**src/rtl/pipe_ctrl_settings.svh**
```systemverilog
// pipeline control settings: widths and stage index constants for the seven-stage core
`ifndef PIPE_CTRL_SETTINGS_SVH
`define PIPE_CTRL_SETTINGS_SVH

`define PC_STAGES   7   // preif, if, id, exe, mem, mem2, wb
`define PC_ADDR_W   32  // data address width
`define PC_REG_W    5   // gpr number width
`define PC_WORD_LSB 2   // word match ignores byte offset

// bit positions inside a stage mask
`define PC_S_PREIF  0
`define PC_S_IF     1
`define PC_S_ID     2
`define PC_S_EXE    3
`define PC_S_MEM    4
`define PC_S_MEM2   5
`define PC_S_WB     6

`endif

```
**src/rtl/pipe_ctrl_pkg.sv**
```systemverilog
// pipeline control package: shared vector types and the stall/flush cause encoding
`include "pipe_ctrl_settings.svh"

package pipe_ctrl_pkg;

    typedef logic [`PC_STAGES-1:0] stage_mask_t; // one bit per stage
    typedef logic [`PC_ADDR_W-1:0] addr_t;       // data address
    typedef logic [`PC_REG_W-1:0]  reg_idx_t;    // register number

    // winning cause, highest priority first after none
    typedef enum logic [3:0] {
        cause_none,
        cause_exception,
        cause_dstall,
        cause_store_conflict,
        cause_muldiv,
        cause_load_use,
        cause_istall,
        cause_branch,
        cause_jump
    } cause_e;

endpackage

```
**src/rtl/store_slot_if.sv**
```systemverilog
// store slot bundle: pending stores held in the memory-two and write-back stages
`timescale 1ns/1ns

interface store_slot_if;

    pipe_ctrl_pkg::addr_t mem2_addr;   // word address of mem2 entry
    logic                 mem2_store;  // mem2 holds a store
    logic                 mem2_cached; // mem2 store goes through dcache
    pipe_ctrl_pkg::addr_t wb_addr;
    logic                 wb_store;
    logic                 wb_cached;

    modport track (
        output mem2_addr, mem2_store, mem2_cached,
        output wb_addr, wb_store, wb_cached
    );

    modport detect (
        input mem2_addr, mem2_store, mem2_cached,
        input wb_addr, wb_store, wb_cached
    );

endinterface

```
**src/rtl/store_track.sv**
```systemverilog
// store tracker: follows memory-stage stores through memory-two and write-back
`timescale 1ns/1ns
`include "pipe_ctrl_settings.svh"

module store_track (
    input  logic                       aclk,
    input  logic                       rst_n,
    input  pipe_ctrl_pkg::stage_mask_t stage_wr,
    input  pipe_ctrl_pkg::stage_mask_t stage_flush,
    input  pipe_ctrl_pkg::addr_t       mem_addr,
    input  logic                       mem_store,
    input  logic                       mem_cached,
    store_slot_if.track                slots
);

    logic mem2_wr;
    logic mem2_flush;
    logic wb_wr;
    logic wb_flush;

    assign mem2_wr    = stage_wr[`PC_S_MEM2];
    assign mem2_flush = stage_flush[`PC_S_MEM2];
    assign wb_wr      = stage_wr[`PC_S_WB];
    assign wb_flush   = stage_flush[`PC_S_WB];

    // store flags and cache attribute
    always_ff @(posedge aclk) begin
        if (!rst_n) begin
            slots.mem2_store  <= 1'b0;
            slots.mem2_cached <= 1'b0;
            slots.wb_store    <= 1'b0;
            slots.wb_cached   <= 1'b0;
        end else begin
            if (mem2_wr) begin
                slots.mem2_store  <= mem_store & ~mem2_flush; // flush inserts a bubble
                slots.mem2_cached <= mem_cached;
            end
            if (wb_wr) begin
                slots.wb_store  <= slots.mem2_store & ~wb_flush;
                slots.wb_cached <= slots.mem2_cached;
            end
        end
    end

    // address payload follows the same enables
    always_ff @(posedge aclk) begin
        if (mem2_wr) begin
            slots.mem2_addr <= mem_addr;
        end
        if (wb_wr) begin
            slots.wb_addr <= slots.mem2_addr; // old mem2 entry moves on
        end
    end

endmodule

```
**src/rtl/hazard_detect.sv**
```systemverilog
// hazard detector: load-use against the memory stage and uncached store/load overlap
`timescale 1ns/1ns
`include "pipe_ctrl_settings.svh"

module hazard_detect (
    input  pipe_ctrl_pkg::reg_idx_t id_rs,
    input  pipe_ctrl_pkg::reg_idx_t id_rt,
    input  pipe_ctrl_pkg::reg_idx_t mem_rt,
    input  logic                    mem_load,
    input  logic                    mem_req,
    input  pipe_ctrl_pkg::addr_t    mem_addr,
    input  logic                    mem_cached,
    store_slot_if.detect            slots,
    output logic                    load_use,
    output logic                    store_conflict
);

    logic rt_nonzero;
    logic rt_match;
    logic mem2_hit;
    logic wb_hit;

    // r0 is hardwired, never a real dependence
    assign rt_nonzero = (mem_rt != '0);
    assign rt_match   = (mem_rt == id_rs) || (mem_rt == id_rt);
    assign load_use   = mem_load & rt_nonzero & rt_match;

    // word compare, byte offset ignored
    assign mem2_hit = slots.mem2_store &&
        (slots.mem2_addr[`PC_ADDR_W-1:`PC_WORD_LSB] == mem_addr[`PC_ADDR_W-1:`PC_WORD_LSB]);
    assign wb_hit   = slots.wb_store &&
        (slots.wb_addr[`PC_ADDR_W-1:`PC_WORD_LSB] == mem_addr[`PC_ADDR_W-1:`PC_WORD_LSB]);

    // uncached access must wait until older store to same word has left
    assign store_conflict = mem_req & ~mem_cached & (mem2_hit | wb_hit);

endmodule

```
**src/rtl/stall_arbiter.sv**
```systemverilog
// stall arbiter: fixed-priority cause select and per-stage write enable / flush masks
`timescale 1ns/1ns
`include "pipe_ctrl_settings.svh"

module stall_arbiter (
    input  logic                       exception,
    input  logic                       dcache_busy,
    input  logic                       d_tlb_stall,
    input  logic                       store_conflict,
    input  logic                       muldiv_busy,
    input  logic                       load_use,
    input  logic                       icache_busy,
    input  logic                       i_tlb_stall,
    input  logic                       branch_failed,
    input  logic                       imm_jump,
    input  logic                       mem_req,
    output pipe_ctrl_pkg::stage_mask_t stage_wr,
    output pipe_ctrl_pkg::stage_mask_t stage_flush,
    output pipe_ctrl_pkg::cause_e      cause,
    output logic                       dreq_valid,
    output logic                       ireq_valid
);

    // priority select, first active cause wins
    always_comb begin
        if (exception) begin
            cause = pipe_ctrl_pkg::cause_exception;
        end else if (dcache_busy || d_tlb_stall) begin
            cause = pipe_ctrl_pkg::cause_dstall;
        end else if (store_conflict) begin
            cause = pipe_ctrl_pkg::cause_store_conflict;
        end else if (muldiv_busy) begin
            cause = pipe_ctrl_pkg::cause_muldiv;
        end else if (load_use) begin
            cause = pipe_ctrl_pkg::cause_load_use;
        end else if (icache_busy || i_tlb_stall) begin
            cause = pipe_ctrl_pkg::cause_istall;
        end else if (branch_failed) begin
            cause = pipe_ctrl_pkg::cause_branch;
        end else if (imm_jump) begin
            cause = pipe_ctrl_pkg::cause_jump;
        end else begin
            cause = pipe_ctrl_pkg::cause_none;
        end
    end

    // mask table, default is free running
    always_comb begin
        stage_wr    = '1;
        stage_flush = '0;
        case (cause)
            pipe_ctrl_pkg::cause_exception: begin
                stage_flush[`PC_S_MEM:`PC_S_IF] = '1; // squash everything before mem2
            end
            pipe_ctrl_pkg::cause_dstall: begin
                stage_wr = '0; // whole pipe frozen
            end
            pipe_ctrl_pkg::cause_store_conflict: begin
                stage_wr[`PC_S_MEM:`PC_S_PREIF] = '0;
                stage_flush[`PC_S_MEM2]         = 1'b1; // let older stores drain
            end
            pipe_ctrl_pkg::cause_muldiv: begin
                stage_wr[`PC_S_EXE:`PC_S_PREIF] = '0;
                stage_flush[`PC_S_MEM]          = 1'b1;
            end
            pipe_ctrl_pkg::cause_load_use: begin
                stage_wr[`PC_S_ID:`PC_S_PREIF] = '0;
                stage_flush[`PC_S_EXE]         = 1'b1; // bubble behind the load
            end
            pipe_ctrl_pkg::cause_istall: begin
                stage_wr[`PC_S_IF:`PC_S_PREIF] = '0;
                stage_flush[`PC_S_ID]          = 1'b1;
            end
            pipe_ctrl_pkg::cause_branch: begin
                stage_flush[`PC_S_ID:`PC_S_IF] = '1; // wrong-path fetches
            end
            pipe_ctrl_pkg::cause_jump: begin
                stage_flush[`PC_S_IF] = 1'b1; // only the slot after delay slot
            end
            default: begin
                stage_wr    = '1;
                stage_flush = '0;
            end
        endcase
    end

    assign dreq_valid = mem_req & ~(exception | store_conflict);
    assign ireq_valid = stage_wr[`PC_S_PREIF]; // fetch only when pc advances

endmodule

```
**src/rtl/pipe_ctrl_top.sv**
```systemverilog
// pipeline control top: hazard detection, store tracking and stall arbitration
`timescale 1ns/1ns

module pipe_ctrl_top (
    input  logic                       aclk,
    input  logic                       rst_n,
    input  logic                       exception,
    input  logic                       dcache_busy,
    input  logic                       d_tlb_stall,
    input  logic                       muldiv_busy,
    input  logic                       icache_busy,
    input  logic                       i_tlb_stall,
    input  logic                       branch_failed,
    input  logic                       imm_jump,
    input  pipe_ctrl_pkg::reg_idx_t    id_rs,
    input  pipe_ctrl_pkg::reg_idx_t    id_rt,
    input  pipe_ctrl_pkg::reg_idx_t    mem_rt,
    input  logic                       mem_load,
    input  logic                       mem_req,
    input  logic                       mem_store,
    input  pipe_ctrl_pkg::addr_t       mem_addr,
    input  logic                       mem_cached,
    output pipe_ctrl_pkg::stage_mask_t stage_wr,
    output pipe_ctrl_pkg::stage_mask_t stage_flush,
    output pipe_ctrl_pkg::cause_e      cause,
    output logic                       dreq_valid,
    output logic                       ireq_valid
);

    logic load_use;       // from hazard_detect
    logic store_conflict; // from hazard_detect

    store_slot_if slot_bus ();

    store_track u_store_track (
        .aclk           (aclk),
        .rst_n          (rst_n),
        .stage_wr       (stage_wr),
        .stage_flush    (stage_flush),
        .mem_addr       (mem_addr),
        .mem_store      (mem_store),
        .mem_cached     (mem_cached),
        .slots          (slot_bus.track)
    );

    hazard_detect u_hazard_detect (
        .id_rs          (id_rs),
        .id_rt          (id_rt),
        .mem_rt         (mem_rt),
        .mem_load       (mem_load),
        .mem_req        (mem_req),
        .mem_addr       (mem_addr),
        .mem_cached     (mem_cached),
        .slots          (slot_bus.detect),
        .load_use       (load_use),
        .store_conflict (store_conflict)
    );

    stall_arbiter u_stall_arbiter (
        .exception      (exception),
        .dcache_busy    (dcache_busy),
        .d_tlb_stall    (d_tlb_stall),
        .store_conflict (store_conflict),
        .muldiv_busy    (muldiv_busy),
        .load_use       (load_use),
        .icache_busy    (icache_busy),
        .i_tlb_stall    (i_tlb_stall),
        .branch_failed  (branch_failed),
        .imm_jump       (imm_jump),
        .mem_req        (mem_req),
        .stage_wr       (stage_wr),
        .stage_flush    (stage_flush),
        .cause          (cause),
        .dreq_valid     (dreq_valid),
        .ireq_valid     (ireq_valid)
    );

endmodule

```
**config.mk**
```make
export PLATFORM = sky130hd
export DESIGN_NAME = pipe_ctrl_top
export DESIGN_NICKNAME = d
export VERILOG_FILES = /design/src/rtl/pipe_ctrl_pkg.sv /design/src/rtl/store_slot_if.sv /design/src/rtl/store_track.sv /design/src/rtl/hazard_detect.sv /design/src/rtl/stall_arbiter.sv /design/src/rtl/pipe_ctrl_top.sv
export VERILOG_INCLUDE_DIRS = /design/src /design/src/rtl
export SDC_FILE = /design/constraint.sdc
export NUM_CORES = 1
export LEC_CHECK = 0
export ABC_AREA = 0
export BUFFER_PORTS_ARGS = -buffer_cell sky130_fd_sc_hd__buf_2
export CAP_MARGIN = 5
export CORE_UTILIZATION = 25
export DETAILED_ROUTE_END_ITERATION = 8
export GPL_ROUTABILITY_DRIVEN = 0
export HOLD_SLACK_MARGIN = 0.1
export PLACE_DENSITY = 0.52
export SYNTH_ARGS = -nofsm -noshare
export SYNTH_HDL_FRONTEND = slang
export SYNTH_SLANG_ARGS = --single-unit
```
**constraint.sdc**
```tcl
create_clock -name aclk -period 6.2 [get_ports aclk]
set_input_delay 0.31 -clock aclk [delete_from_list [all_inputs] [get_ports aclk]]
set_output_delay 0.31 -clock aclk [all_outputs]
set_load 0.005 [all_outputs]
```
* Word-level counts from Yosys, hierarchy flattened
Cells that the tools add are included.
** Cells by class
- Equality and inequality tests :: 12
- Mux-type cells :: 18
- Bitwise logic cells :: 11
- Reduce and logical (&&, ||, !) cells :: 14
** Operators by type and width (count)
- $eq 30x30->1 :: 2
- $mux 4 :: 8
- $eq 4x3->1 const B :: 4
- $eq 5x5->1 :: 2
- $reduce_or 3->1 :: 3
- $eq 4x2->1 const B :: 2
- $mux 1 :: 8
- $and 1x1->1 :: 6
- $reduce_or 2->1 :: 3
- $reduce_bool 5->1 :: 1
- $reduce_or 5->1 :: 1
- $eq 4x1->1 const B :: 1
- $eq 4x4->1 const B :: 1
- $mux 2 :: 2
- $reduce_or 4->1 :: 1
- $logic_or 1x1->1 :: 3
- $not 1->1 :: 3
- $logic_and 1x1->1 :: 2
- $or 1x1->1 :: 2
** Storage, ports and cells
- Bits in registers :: 66
- Input port bits :: 61
- Output and inout port bits :: 20
- Logic and storage cells :: 59

* Longest topological paths before layout
Gate-level depths: netlist of run 1.
- Depth after elaboration :: 12
- Depth in mapped cells :: 8
- Mapped depth without buffers :: 6

* Modules after synthesis
A second synthesis of run 1 with hierarchy kept.
** Second synthesis, totals
- Cell total of the unflattened synthesis :: 213
- Area, all modules :: 3109.2 µm²
** By module, submodules not included
- store_track :: times used 1, cells each 78, area an instance 2074.5 µm², seq. area each 2001.9 µm²
- hazard_detect :: times used 1, cells each 99, area an instance 787.0 µm², seq. area each 0.0 µm²
- stall_arbiter :: times used 1, cells each 36, area an instance 247.7 µm², seq. area each 0.0 µm²

* Worst setup path after synthesis of run 1
Ideal clock, no wire load.
- Kind :: in2out
- Start :: input port d_tlb_stall
- End :: output port stage_wr[6]
- Data arrival time :: 5384 ps
- Data required time :: 5890 ps
- Setup slack :: 506 ps
- Stages on the path :: 2
- Path buffers :: 1
- Cells stage by stage :: o21ai_0 buf_4
** On the way
- Longest elaborated chain between the ends :: 5
** RTL lines
- start, declared :: line pipe_ctrl_top.sv:9 : input logic d_tlb_stall,
- $logic_or 1x1->1 :: line stall_arbiter.sv:28 : end else if (dcache_busy || d_tlb_stall) begin
- $mux 4 :: line stall_arbiter.sv:28
- $mux 4 :: line stall_arbiter.sv:26 : if (exception) begin
- $eq 4x2->1 :: line stall_arbiter.sv:51 : case (cause)
- $mux 2 :: line stall_arbiter.sv:51
- end, declared :: line pipe_ctrl_top.sv:23 : output pipe_ctrl_pkg::stage_mask_t stage_wr,
Every way passes these cells.

* Final worst setup path of run 1
- Start :: register u_store_track.slots.mem2_addr[9]
- End :: output port stage_flush[1]
** On the way
- Longest elaborated chain between the ends :: 10
- Elaborated cells between the ends (all ways) :: 12
- Classes of those cells :: eq/ne: 4; mux: 4; bitwise: 2; reduce/logical: 2
** RTL lines
- start, declared :: line store_slot_if.sv:14 : output mem2_addr, mem2_store, mem2_cached,
- start signal, assigned :: line store_track.sv:48 : slots.mem2_addr <= mem_addr;
- $eq 30x30->1 (*) :: line hazard_detect.sv:30 : (slots.mem2_addr[`PC_ADDR_W-1:`PC_WORD_LSB] == mem_addr[`PC_ADDR_W-1:`PC_WORD_LSB]);
- $logic_and 1x1->1 (*) :: line hazard_detect.sv:29 : assign mem2_hit = slots.mem2_store &&
- $or 1x1->1 (*) :: line hazard_detect.sv:35 : assign store_conflict = mem_req & ~mem_cached & (mem2_hit | wb_hit);
- $and 1x1->1 (*) :: line hazard_detect.sv:35
- $mux 4 (*) :: line stall_arbiter.sv:30 : end else if (store_conflict) begin
- $mux 4 (*) :: line stall_arbiter.sv:28
- $mux 4 (*) :: line stall_arbiter.sv:26
- $eq 4x1->1 (tied with other cells) :: line stall_arbiter.sv:51
- $reduce_or 3->1 (no source line) (*)
- $mux 1 (*) :: line stall_arbiter.sv:51
- end, declared :: line pipe_ctrl_top.sv:24 : output pipe_ctrl_pkg::stage_mask_t stage_flush,
Mark *: on every way between the ends. The rest lies on a longest branch, timed or not.

==> results of run 1 <==
==> layout make-up <==
class / instances / area, µm²
fill: 1166 / 7681
timing repair buffer: 77 / 387.9
multi-input combinational: 137 / 1042
tap: 143 / 178.9
clock buffer: 9 / 225.2
clock inverter: 6 / 53.80
sequential: 62 / 1842
inverter: 2 / 7.507
==> layer usage <==
metal	vias up	track usage	routed length [µm]	part of all wire
li1	922	-	-	-
met1	848	0.1291	2744	0.46
met2	69	0.1553	2667	0.45
met3	8	0.02881	420	0.071
met4	0	0.05075	94	0.016
met5	-	0	0	0
==> power by group <==
| group | internal [mW] | leakage (nW) | total (mW) | switching [mW] |
|---|---|---|---|---|
| clock | 0.303 | 0.134 | 0.468 | 0.165 |
| sequential | 0.511 | 0.616 | 0.533 | 0.0217 |
| combinational | 0.0526 | 0.693 | 0.115 | 0.0624 |
==> final timing paths <==
path                                          startpoint                                           to  slack, ns  cells after the start
max reg2reg   u_store_track.slots.mem2_addr[9]$_DFFE_PP_  u_store_track.slots.mem2_store$_SDFFE_PN0P_       3.88                      6
max           u_store_track.slots.mem2_addr[9]$_DFFE_PP_                               stage_flush[1]       3.23                      7
min                                         mem_addr[17]  u_store_track.slots.mem2_addr[17]$_DFFE_PP_       0.21                      1
min reg2reg  u_store_track.slots.mem2_addr[11]$_DFFE_PP_    u_store_track.slots.wb_addr[11]$_DFFE_PP_       0.47                      0
==> worst max-delay path: cells and delay by family, from the launching register on <==
| kind | cells | cell delay (ns) |
|---|---|---|
| xor gates and xnor gates | 1 | 0.16 |
| DFF | 1 | 0.41 |
| buffers and inverters | 1 | 0.14 |
| and+or+nand+nor | 3 | 1.00 |
| AOI/OAI and AO/OA | 2 | 0.63 |
==> synth_stat cells (all sizes together), types with 2 or more instances <==
| master | n |
|---|---|
| nand4 | 4 |
| nor2 | 4 |
| dfxtp | 2 |
| nor3b | 2 |
| nor3 | 7 |
| nand3 | 2 |
| inv | 2 |
| buf | 6 |
| o21ai | 10 |
| nand2 | 3 |
| a21oi | 3 |
| edfxtp | 60 |
| xnor2 | 6 |
| or4 | 2 |
| nor4 | 13 |
| or3 | 3 |
| xor2 | 64 |
==> stage by stage <==
| step | setup WS (ns) | util | cells |
|---|---|---|---|
| 2_1_floorplan | 0.5065 | - | 208 |
| 3_3_place_gp | 3.497 | 0.3029 | 421 |
| 3_5_place_dp | 3.473 | 0.3029 | 421 |
| 4_1_cts | 3.158 | 0.3273 | 436 |
| 5_1_grt | 3.025 | 0.3273 | 436 |
| 6_report | 3.232 | 0.3273 | 436 |
==> sequential cells by signal, indices dropped and copies added (netlist names) <==
signal,count
u_store_track.slots.mem2_store,1
u_store_track.slots.wb_store,1
u_store_track.slots.wb_addr,30
u_store_track.slots.mem2_addr,30
==> cell families (layout without fill, tap and decap cells) <==
| group | after synthesis | after routing | share of synthesized area |
|---|---|---|---|
| buffers and inverters | 9 | 94 | 0.02050 |
| DFF | 62 | 62 | 0.6288 |
| AOI/OAI and AO/OA | 18 | 18 | 0.04144 |
| xor gates and xnor gates | 70 | 70 | 0.2093 |
| other | 1 | 2 | 0.001280 |
| muxes | 1 | 1 | 0.003417 |
| and+or+nand+nor | 46 | 46 | 0.09526 |
==> qor.csv, run 1 <==
stage,metric,value,unit
pwr,leakage power total,1.442,nW
clocking,CTS tree,built,
worst_setup_path,CP Cell Sequence,xor2_1 -> nor4_1 -> nand4_1 -> o32ai_2 -> or3_1 -> o31ai_1 -> buf_2,
yosys,number of enable flip-flop cells after synthesis,60,
floorplan,Core Rows,39,
clocking,H-tree levels,3,
finish,design area,0.003737,mm²
global_route,initial antenna violation count,0,
worst_setup_path,crit end category,output pin,
detailed_routing,Post-route DRC,0,
detailed_routing,vias,1847,
clocking,worst skew pair latency,0.32,ns
yosys,synth unique cells,35,
clocking,Post-CTS Setup Repair Bufs,0,
finish,final net count,350,
detailed_routing,Via density,4.236,
floorplan,Top Ports,81,
finish,most frequent cells in the layout,"76 x buf_2, 64 x xor2_1, 60 x edfxtp_1",
clocking,Root Driver,clkbuf_16,
floorplan,initial core utilization,0.2565,
detailed_routing,post-DR wirelength/cell,13.60,µm
global_route,largest net degree at the start of global routing,65,
placed_design,Final HPWL DP,4346,µm
timing,Setup TNS,0,ns
worst_setup_path,crit path max fanout,9,
yosys,Yosys reg bits,62,
yosys,Synth Flop Type,edfxtp_1,
floorplan,DIE WIDTH,110.2,µm
flow_run,Max Cap Violations,0,
pwr,VDD IR max,154.7,µV
timing,clk_skew,0.005110,ns
global_route,total grt overflow,0,
worst_setup_path,Critical Path Slowest Stage Cell,o32ai_2,
yosys,Synth Cell Area,0.002929,mm²
clocking,clock-pin slew on the worst setup and hold paths,0.05,ns
timing,Tcrit/Tclk final,0.4786,
yosys,fraction of registers with async set/reset,0,
timing,WHS,0.2140,ns
yosys,Synth area leaders,"edfxtp_1 62%, xor2_1 19%, nor4_1 2.8%",
timing,worst-margin pin slew,0.8113,ns
global_route,gr usage total,0.1009,
global_route,vias in the first global route,1811,
worst_setup_path,Crit path required time,5.89,ns
timing,RSZ-0062 raised after global routing,false,
detailed_routing,Routed Antenna Nets,0,
placed_design,# port buffers,76,
yosys,sequential share of the synthesized area,0.6288,
finish,Area Overhead vs Synth,27.59,%
floorplan,die height,110.2,µm
timing,hold violation total from the final report,0,
clocking,CTS Buf Count,9,
floorplan,die area,0.01215,mm²
yosys,largest area contributor in the netlist,edfxtp_1,
clocking,cts repair resizes,0,
worst_setup_path,Crit path largest cell delay,0.50,ns
placed_design,dpl cell area,0.003458,mm²
timing,count of pins over their slew limit,0,
finish,share of layout cells above drive strength 1,0.3276,
detailed_routing,DR pass1 iterations,4,
timing,minimum clock period,2.968,ns
yosys,post-synth top area share,0.6151,
worst_setup_path,kind of critical path,reg -> out,
yosys,Synth Warn #,0,
clocking,Sink Count,62,
global_route,first-pass GRT wire length,8880,µm
finish,"commonest non-fill, non-tap cell in the layout",buf_2,
finish,ant diodes,0,
run_status,status,completed,
worst_setup_path,arrival time worst endpoint,2.66,ns
yosys,Syn Inst Count,207,
clocking,hold-fix buffer count after cts,0,
detailed_routing,final WL,5928,µm
timing,Slew Limit Headroom,0.4591,
clocking,Clock Tree Buf Depth,2,
floorplan,core footprint,0.01142,mm²
timing,"Setup violations, final",0,
yosys,Mean Syn Cell Area,14.15,µm²
hold_path,worst hold path class,in -> reg,
timing,Max Clk Rate,0.3370,GHz
worst_setup_path,startpoint type of the worst setup path,flip-flop,
pwr,pwr/cell area,298.6,mW/mm²
pwr,power consumption,1.116,mW
detailed_routing,Initial DRC Count,90,
No activity file was read; power rests on OpenSTA's default activity.
==> run 2, diff against run 1 <==
--- a/config.mk
+++ b/config.mk
@@ -6,7 +6,7 @@
 export SDC_FILE = /design/constraint.sdc
 export NUM_CORES = 1
 export LEC_CHECK = 0
-export ABC_AREA = 0
+export ABC_AREA = 1
 export BUFFER_PORTS_ARGS = -buffer_cell sky130_fd_sc_hd__buf_2
 export CAP_MARGIN = 5
 export CORE_UTILIZATION = 25
==> constraint.sdc (replaced) <==
create_clock -name aclk -period 2.6 [get_ports aclk]
set_input_delay 0.13 -clock aclk [delete_from_list [all_inputs] [get_ports aclk]]
set_output_delay 0.13 -clock aclk [all_outputs]
set_load 0.005 [all_outputs]
==> run 2 against run 1 <==
Effect of this change:
- first-iteration DRC count up 150%
- sequential power is 140% higher
- utilization grew 2.3 points
- global-route usage rose by 3.3 points
- cell count grew 86%
- routed wire length grew 69%
- critical path depth is 11 higher
- total power rose to 2.7 times the previous value
- sequential cell count unchanged
- area after synthesis grew 31%
- clock-buffer cell count up 5
==> qor.csv, run 2 <==
stage,metric,value,unit,change
yosys,fraction of registers with async set/reset,0,,unchanged
worst_setup_path,Worst R2R Setup Slack,0.23,ns,-3.65 ns
pwr,leakage power total,2.540,nW,+76%
worst_setup_path,Crit path required time,2.47,ns,-3.42 ns
pwr,logic gate share of total power,0.187,,+0.084
worst_setup_path,crit path max fanout,5,,-4
timing,count of pins over their slew limit,0,,unchanged
yosys,largest area contributor in the netlist,edfxtp_1,,
clocking,CTS Buf Count,9,,unchanged
worst_setup_path,Critical Path Slowest Stage Cell,dlygate4sd3_1,,
clocking,Sink Count,62,,unchanged
yosys,Mean Syn Cell Area,7.592,µm²,-46%
yosys,top post-synthesis cells by count,"189 x nand2_1, 88 x inv_1, 60 x edfxtp_1",,
timing,Max Clk Rate,0.4104,GHz,
floorplan,initial core utilization,0.2593,,+0.002809
clocking,CTS tree,built,,
yosys,top-count cell post-synth,nand2_1,,
yosys,Synth area leaders,"edfxtp_1 47%, nand2_1 19%, inv_1 8.6%",,
finish,largest registers,"u_store_track.slots.mem2_addr x30, u_store_track.slots.wb_addr x30",,
clocking,Root Driver,clkbuf_16,,
floorplan,DIE WIDTH,125.7,µm,+14%
timing,clk_skew,0.003144,ns,-0.001966 ns
worst_setup_path,arrival time worst endpoint,2.31,ns,-0.35 ns
placed_design,# port buffers,76,,unchanged
worst_setup_path,Top Family by Delay on Critical Path,simple AND/OR/NAND/NOR gates,,
pwr,Sw Share,0.2649,,+0.04144
yosys,Synth Area in Compound Gates,0.02387,,-0.01756
finish,final net count,682,,+95%
yosys,simple-gate share of the synthesized area,0.3201,,+0.2249
yosys,Synth Cell Area,0.003826,mm²,+31%
pwr,Clock power frac,0.388,,-0.032
global_route,vias in the first global route,3355,,+85%
floorplan,Top Ports,81,,unchanged
worst_setup_path,startpoint type of the worst setup path,input port,,
clocking,worst skew pair latency,0.33,ns,about the same
yosys,Adder-Cell Fraction of Synth Area,0,,unchanged
global_route,total grt overflow,0,,unchanged
clocking,clock-pin slew on the worst setup and hold paths,0.05,ns,about the same
clocking,H-tree levels,3,,unchanged
global_route,largest net degree at the start of global routing,63,,-3.1%
timing,Tcrit/Tclk final,0.9373,,
run_status,status,completed,,
global_route,gr usage total,0.1343,,+0.03341
flow_run,Max Cap Violations,0,,unchanged
timing,WHS,0.2554,ns,+0.04134 ns
global_route,initial antenna violation count,0,,unchanged
placed_design,Final HPWL DP,7787,µm,+79%
placed_design,dpl cell area,0.004423,mm²,+28%
floorplan,die area,0.01580,mm²,+30%
timing,hold violation total from the final report,0,,unchanged
worst_setup_path,Crit path largest cell delay,0.54,ns,+0.04 ns
worst_setup_path,kind of critical path,in -> out,,
detailed_routing,Initial DRC Count,221,,+150%
timing,"Setup violations, final",0,,unchanged
timing,minimum clock period,2.437,ns,
clocking,Clock Tree Buf Depth,2,,unchanged
detailed_routing,Via density,4.216,,-0.48%
floorplan,core footprint,0.01475,mm²,+29%
pwr,pwr/cell area,586.9,mW/mm²,+97%
yosys,main combinational cell family by area after synthesis,simple AND/OR/NAND/NOR gates,,
yosys,sequential share of the synthesized area,0.4814,,-0.1474
yosys,Post-Synth XOR/XNOR Area,0.06867,,-0.1406
detailed_routing,final WL,9994,µm,+69%
finish,share of layout cells above drive strength 1,0.2220,,-0.1056
pwr,switching power total,0.8043,mW,+220%
finish,most frequent cells in the layout,"188 x nand2_1, 86 x inv_1, 75 x buf_2",,
detailed_routing,vias,3415,,+85%
yosys,synth unique cells,25,,-29%
global_route,first-pass GRT wire length,16250,µm,+83%
pwr,Reg power frac,0.425,,-0.052
finish,Area Overhead vs Synth,35.22,%,
detailed_routing,DR pass1 iterations,5,,+1
pwr,power consumption,3.037,mW,+170%
pwr,Internal,2.232,mW,+160%
floorplan,Core Rows,44,,+13%
yosys,Yosys reg bits,62,,unchanged
yosys,Synth Flop Type,edfxtp_1,,
detailed_routing,Routed Antenna Nets,0,,unchanged
finish,design area,0.005174,mm²,+38%
floorplan,die height,125.7,µm,+14%
yosys,Synth Warn #,0,,unchanged
worst_setup_path,"most used cell, CP",nand2_1,,
detailed_routing,Post-route DRC,0,,unchanged
worst_setup_path,CP Cell Sequence,dlygate4sd3_1 -> buf_2 -> nand2_1 -> nand2_1 -> inv_1 -> nand2_1 -> nor2_2 -> nand2_1 -> nor2_1 -> nand2_1 -> nand2_2 -> nand2_2 -> nand2_2 -> nand2_1 -> nand2_1 -> nand2_1 -> a21oi_2 -> buf_2,,
pwr,VDD IR max,315.3,µV,+100%
worst_setup_path,worst path bufs/invs,4,,+3
hold_path,worst hold path class,in -> reg,,
finish,fillers,1561,,+34%
yosys,mux cell area share after synthesis,0,,-0.003417
finish,ant diodes,0,,unchanged
yosys,number of enable flip-flop cells after synthesis,60,,unchanged
yosys,post-synth top area share,0.4709,,-0.1442
finish,"commonest non-fill, non-tap cell in the layout",nand2_1,,
worst_setup_path,crit end category,output pin,,
yosys,Syn Inst Count,504,,+140%
detailed_routing,post-DR wirelength/cell,12.34,µm,-9.3%
-- run 2: cell count changes after synthesis, moves of 9 or more --
cell and change:
nor4_1 -13, xor2_1 -58, inv_2 +9, xnor2_1 +18
inv_1 +86, nor2_1 +52, nand2_2 +9, nand3_1 +14
nand2_1 +186, nand4_1 +12
-- run 2: power by group through the flow --
stage	combinational (mW)	sequential, mW	clock [mW]
after floorplan	0.320	1.29	0
after global placement	0.496	1.30	0
after detailed placement	0.499	1.30	0
after CTS	0.541	1.28	1.21
after global routing	0.642	1.30	1.24
final	0.567	1.29	1.18
-- run 2: final timing paths --
check,cells past startpoint,startpoint,end
worst min register to register,0,u_store_track.slots.mem2_addr[6]$_DFFE_PP_,u_store_track.slots.wb_addr[6]$_DFFE_PP_
worst max register to register,13,u_store_track.slots.mem2_addr[2]$_DFFE_PP_,u_store_track.slots.mem2_store$_SDFFE_PN0P_
worst min-delay path,3,exception,u_store_track.slots.wb_store$_SDFFE_PN0P_
worst max-delay path,18,mem_addr[19],stage_wr[1]
-- run 2: metrics by stage --
stage | util | TNS (ns) | cells | setup slack (ns)
detailed placement | 0.2998 | 0 | 761 | 0.4411
global route | 0.3507 | -0.04226 | 810 | -0.01674
CTS | 0.3411 | 0 | 809 | 0.009649
global placement | 0.2998 | 0 | 761 | 0.4737
finish | 0.3507 | 0 | 810 | 0.1631
floorplan | - | 0 | 505 | 0.4030
-- run 2: per-layer routing --
metal,up-vias,routed length (µm),global-route usage
met5,-,0,0
met4,0,280,0.07461
met3,16,400,0.02506
met2,92,4579,0.2176
met1,1529,4735,0.1688
li1,1778,-,-
-- run 2: cell type report --
| type | count | area [µm²] | area share |
|---|---|---|---|
| clock buffer | 14 | 254.0 | 0.04909 |
| clock inverter | 2 | 35.03 | 0.006771 |
| inverter | 97 | 364.1 | 0.07037 |
| multi-input combinational | 341 | 1718 | 0.3320 |
| sequential | 62 | 1842 | 0.3560 |
| tap | 184 | 230.2 | 0.04450 |
| timing repair buffer | 110 | 730.7 | 0.1412 |
-- run 2: repair_timing --
| item | CTS | global route |
|---|---|---|
| hold endpoints to repair | 32 | 0 |
| hold buffers | 32 | 0 |
| resized for setup | 0 | 23 |
| endpoints found under the setup margin | 0 | 8 |
| setup buffers | 0 | 1 |
-- run 2: tightest hold or removal path, cell delays in order --
cell	delay, ns
buf_2	0.16
nor2_1	0.11
a21oi_1	0.14
-- run 2: cells by family after synthesis --
| family | after synthesis |
|---|---|
| AOI/OAI and AO/OA | 14 |
| other | 1 |
| and+or+nand+nor | 295 |
| DFF | 62 |
| xor gates and xnor gates | 30 |
| buffers and inverters | 102 |
==> run 3, diff against run 2 <==
--- a/config.mk
+++ b/config.mk
@@ -9,6 +9,7 @@
 export ABC_AREA = 1
 export BUFFER_PORTS_ARGS = -buffer_cell sky130_fd_sc_hd__buf_2
 export CAP_MARGIN = 5
+export CORE_ASPECT_RATIO = 0.8
 export CORE_UTILIZATION = 25
 export DETAILED_ROUTE_END_ITERATION = 8
 export GPL_ROUTABILITY_DRIVEN = 0
==> run 3 against run 2 <==
Effect of this change:
- sequential power is essentially flat
- global-route usage shrank 0.38 points
- register-to-register slack lost 0.03 ns
- combinational power is essentially flat
- via count grew 1.1%
- routed wire length grew 0.12%
- largest cell class unchanged
- clock skew is essentially flat
- clock-buffer cell count shrank 4
- total power grew 2.2%
- design area shrank 0.19%
- critical path depth shrank 3
- clock power grew 6%
==> qor.csv, run 3 (synthesis gave the netlist of run 2 again) <==
stage,metric,value,unit,change
timing,Max Clk Rate,0.4098,GHz,-0.14%
worst_setup_path,Critical Path Slowest Stage Cell,dlygate4sd3_1,,
clocking,CTS tree,built,,
timing,"Setup violations, final",0,,unchanged
global_route,initial antenna violation count,0,,unchanged
worst_setup_path,crit path from,mem_addr[22],,
placed_design,# port buffers,76,,unchanged
finish,share of layout cells above drive strength 1,0.2167,,-0.005351
detailed_routing,vias,3453,,+1.1%
timing,Setup TNS,0,ns,unchanged
detailed_routing,Post-route DRC,0,,unchanged
global_route,gr usage total,0.1306,,-0.003757
pwr,leakage power total,2.541,nW,about the same
clocking,Sink Count,62,,unchanged
finish,largest registers,"u_store_track.slots.mem2_addr x30, u_store_track.slots.wb_addr x30",,
finish,ant diodes,0,,unchanged
global_route,total grt overflow,0,,unchanged
timing,minimum clock period,2.440,ns,+0.003407 ns
worst_setup_path,worst path bufs/invs,3,,-1
floorplan,core footprint,0.01496,mm²,+1.4%
pwr,Reg power frac,0.415,,-0.010
pwr,power consumption,3.104,mW,+2.2%
worst_setup_path,Top Family by Delay on Critical Path,buffers and inverters,,
placed_design,Final HPWL DP,7745,µm,-0.53%
timing,clk_skew,0.003630,ns,+0.0004858 ns
pwr,VDD IR max,398.7,µV,+26%
clocking,H-tree levels,3,,unchanged
flow_run,Max Cap Violations,0,,unchanged
floorplan,DIE WIDTH,140.3,µm,+12%
floorplan,die height,112.7,µm,-10%
worst_setup_path,crit end category,flip-flop,,
detailed_routing,Via density,4.252,,+0.86%
worst_setup_path,R2R Path Start,u_store_track.slots.mem2_addr[13]$_DFFE_PP_,,
worst_setup_path,crit path max fanout,5,,unchanged
detailed_routing,DR pass1 iterations,4,,-1
worst_setup_path,Crit path largest cell delay,0.55,ns,about the same
timing,hold violation total from the final report,0,,unchanged
worst_setup_path,Crit path required time,2.82,ns,+0.35 ns
pwr,pwr/cell area,601.2,mW/mm²,+2.4%
detailed_routing,final WL,10010,µm,+0.12%
pwr,Clock power frac,0.402,,+0.014
finish,most frequent cells in the layout,"187 x nand2_1, 86 x inv_1, 74 x buf_2",,
hold_path,HP Start,mem_addr[15],,
pwr,logic gate share of total power,0.182,,-0.005
pwr,Sw Share,0.2631,,-0.001776
worst_setup_path,kind of critical path,in -> reg,,
clocking,Clock Tree Buf Depth,2,,unchanged
floorplan,die area,0.01581,mm²,about the same
worst_setup_path,startpoint type of the worst setup path,input port,,
clocking,worst skew pair latency,0.33,ns,about the same
clocking,clock-pin slew on the worst setup and hold paths,0.05,ns,about the same
floorplan,initial core utilization,0.2557,,-0.003643
global_route,largest net degree at the start of global routing,63,,unchanged
global_route,first-pass GRT wire length,15700,µm,-3.4%
clocking,CTS Buf Count,9,,unchanged
clocking,Root Driver,clkbuf_16,,
run_status,status,completed,,
worst_setup_path,CP Cell Sequence,dlygate4sd3_1 -> buf_2 -> xnor2_4 -> nand3_1 -> nor2_1 -> nand2_1 -> nor2_1 -> nand2_1 -> nand2_2 -> nand2_2 -> a21oi_4 -> nand2_4 -> nand2_1 -> a21oi_1 -> dlygate4sd3_1,,
finish,"commonest non-fill, non-tap cell in the layout",nand2_1,,
detailed_routing,post-DR wirelength/cell,12.32,µm,-0.13%
global_route,vias in the first global route,3143,,-6.3%
worst_setup_path,arrival time worst endpoint,2.66,ns,+0.35 ns
pwr,switching power total,0.8168,mW,+1.6%
floorplan,Core Rows,40,,-9.1%
timing,count of pins over their slew limit,0,,unchanged
pwr,Internal,2.288,mW,+2.5%
worst_setup_path,"most used cell, CP",nand2_1,,
floorplan,Top Ports,81,,unchanged
hold_path,worst hold path class,in -> reg,,
finish,final net count,680,,-0.29%
detailed_routing,Routed Antenna Nets,0,,unchanged
detailed_routing,Initial DRC Count,314,,+42%
finish,fillers,1565,,+0.26%
finish,Area Overhead vs Synth,34.96,%,
timing,Tcrit/Tclk final,0.9386,,+0.001310
[run 3: cell type report]
class | instances | area, µm² | share of cell area
clock inverters | 5 | 75.07 | 0.01454
flip-flops and latches | 62 | 1842 | 0.3567
well taps | 189 | 236.5 | 0.04580
multi-input cells | 341 | 1697 | 0.3286
inverters | 97 | 364.1 | 0.07051
repair buffers | 108 | 720.7 | 0.1396
clock buffers | 10 | 229.0 | 0.04434
[run 3: power by group through the flow]
stage               clock [mW]  combinational, mW  sequential (mW)
floorplan                    0              0.320             1.29
global placement             0              0.500             1.29
detailed placement           0              0.503             1.30
CTS                       1.28              0.545             1.28
global route              1.32              0.632             1.30
finish                    1.25              0.566             1.29
[run 3: repair_timing]
action | CTS | global route
endpoints found under the hold margin | 32 | 0
hold buffers | 32 | 0
setup endpoints to repair | 0 | 8
buffers inserted | 0 | 0
resized for setup | 0 | 20
[run 3: final timing paths]
| check | slack (ns) | cells after the start | to |
|---|---|---|---|
| worst max-delay path | 0.16 | 15 | u_store_track.slots.mem2_store$_SDFFE_PN0P_ |
| worst min-delay path | 0.21 | 1 | u_store_track.slots.mem2_addr[15]$_DFFE_PP_ |
| worst max register to register | 0.20 | 13 | u_store_track.slots.mem2_store$_SDFFE_PN0P_ |
| worst min register to register | 0.47 | 0 | u_store_track.slots.wb_addr[26]$_DFFE_PP_ |
[run 3: metal layers]
layer  vias up  part of all wire  track usage
li1       1769                 -            -
met4         0             0.014      0.04176
met5         -                 0            0
met3        12             0.051      0.03157
met2        81              0.42       0.1853
met1      1591              0.52       0.1923
[run 3: metrics by stage]
stage          cell area (µm²)  instances    util  hold slack [ns]  setup WS [ns]
2_1_floorplan             3830        505       -           0.2289         0.4030
3_3_place_gp              4429        766  0.2960           0.3551         0.5718
3_5_place_dp              4429        766  0.2960           0.3546         0.5539
4_1_cts                   5054        813  0.3377           0.2402        0.07490
5_1_grt                   5164        812  0.3451           0.2341       -0.02219
6_report                  5164        812  0.3451           0.2124         0.1597
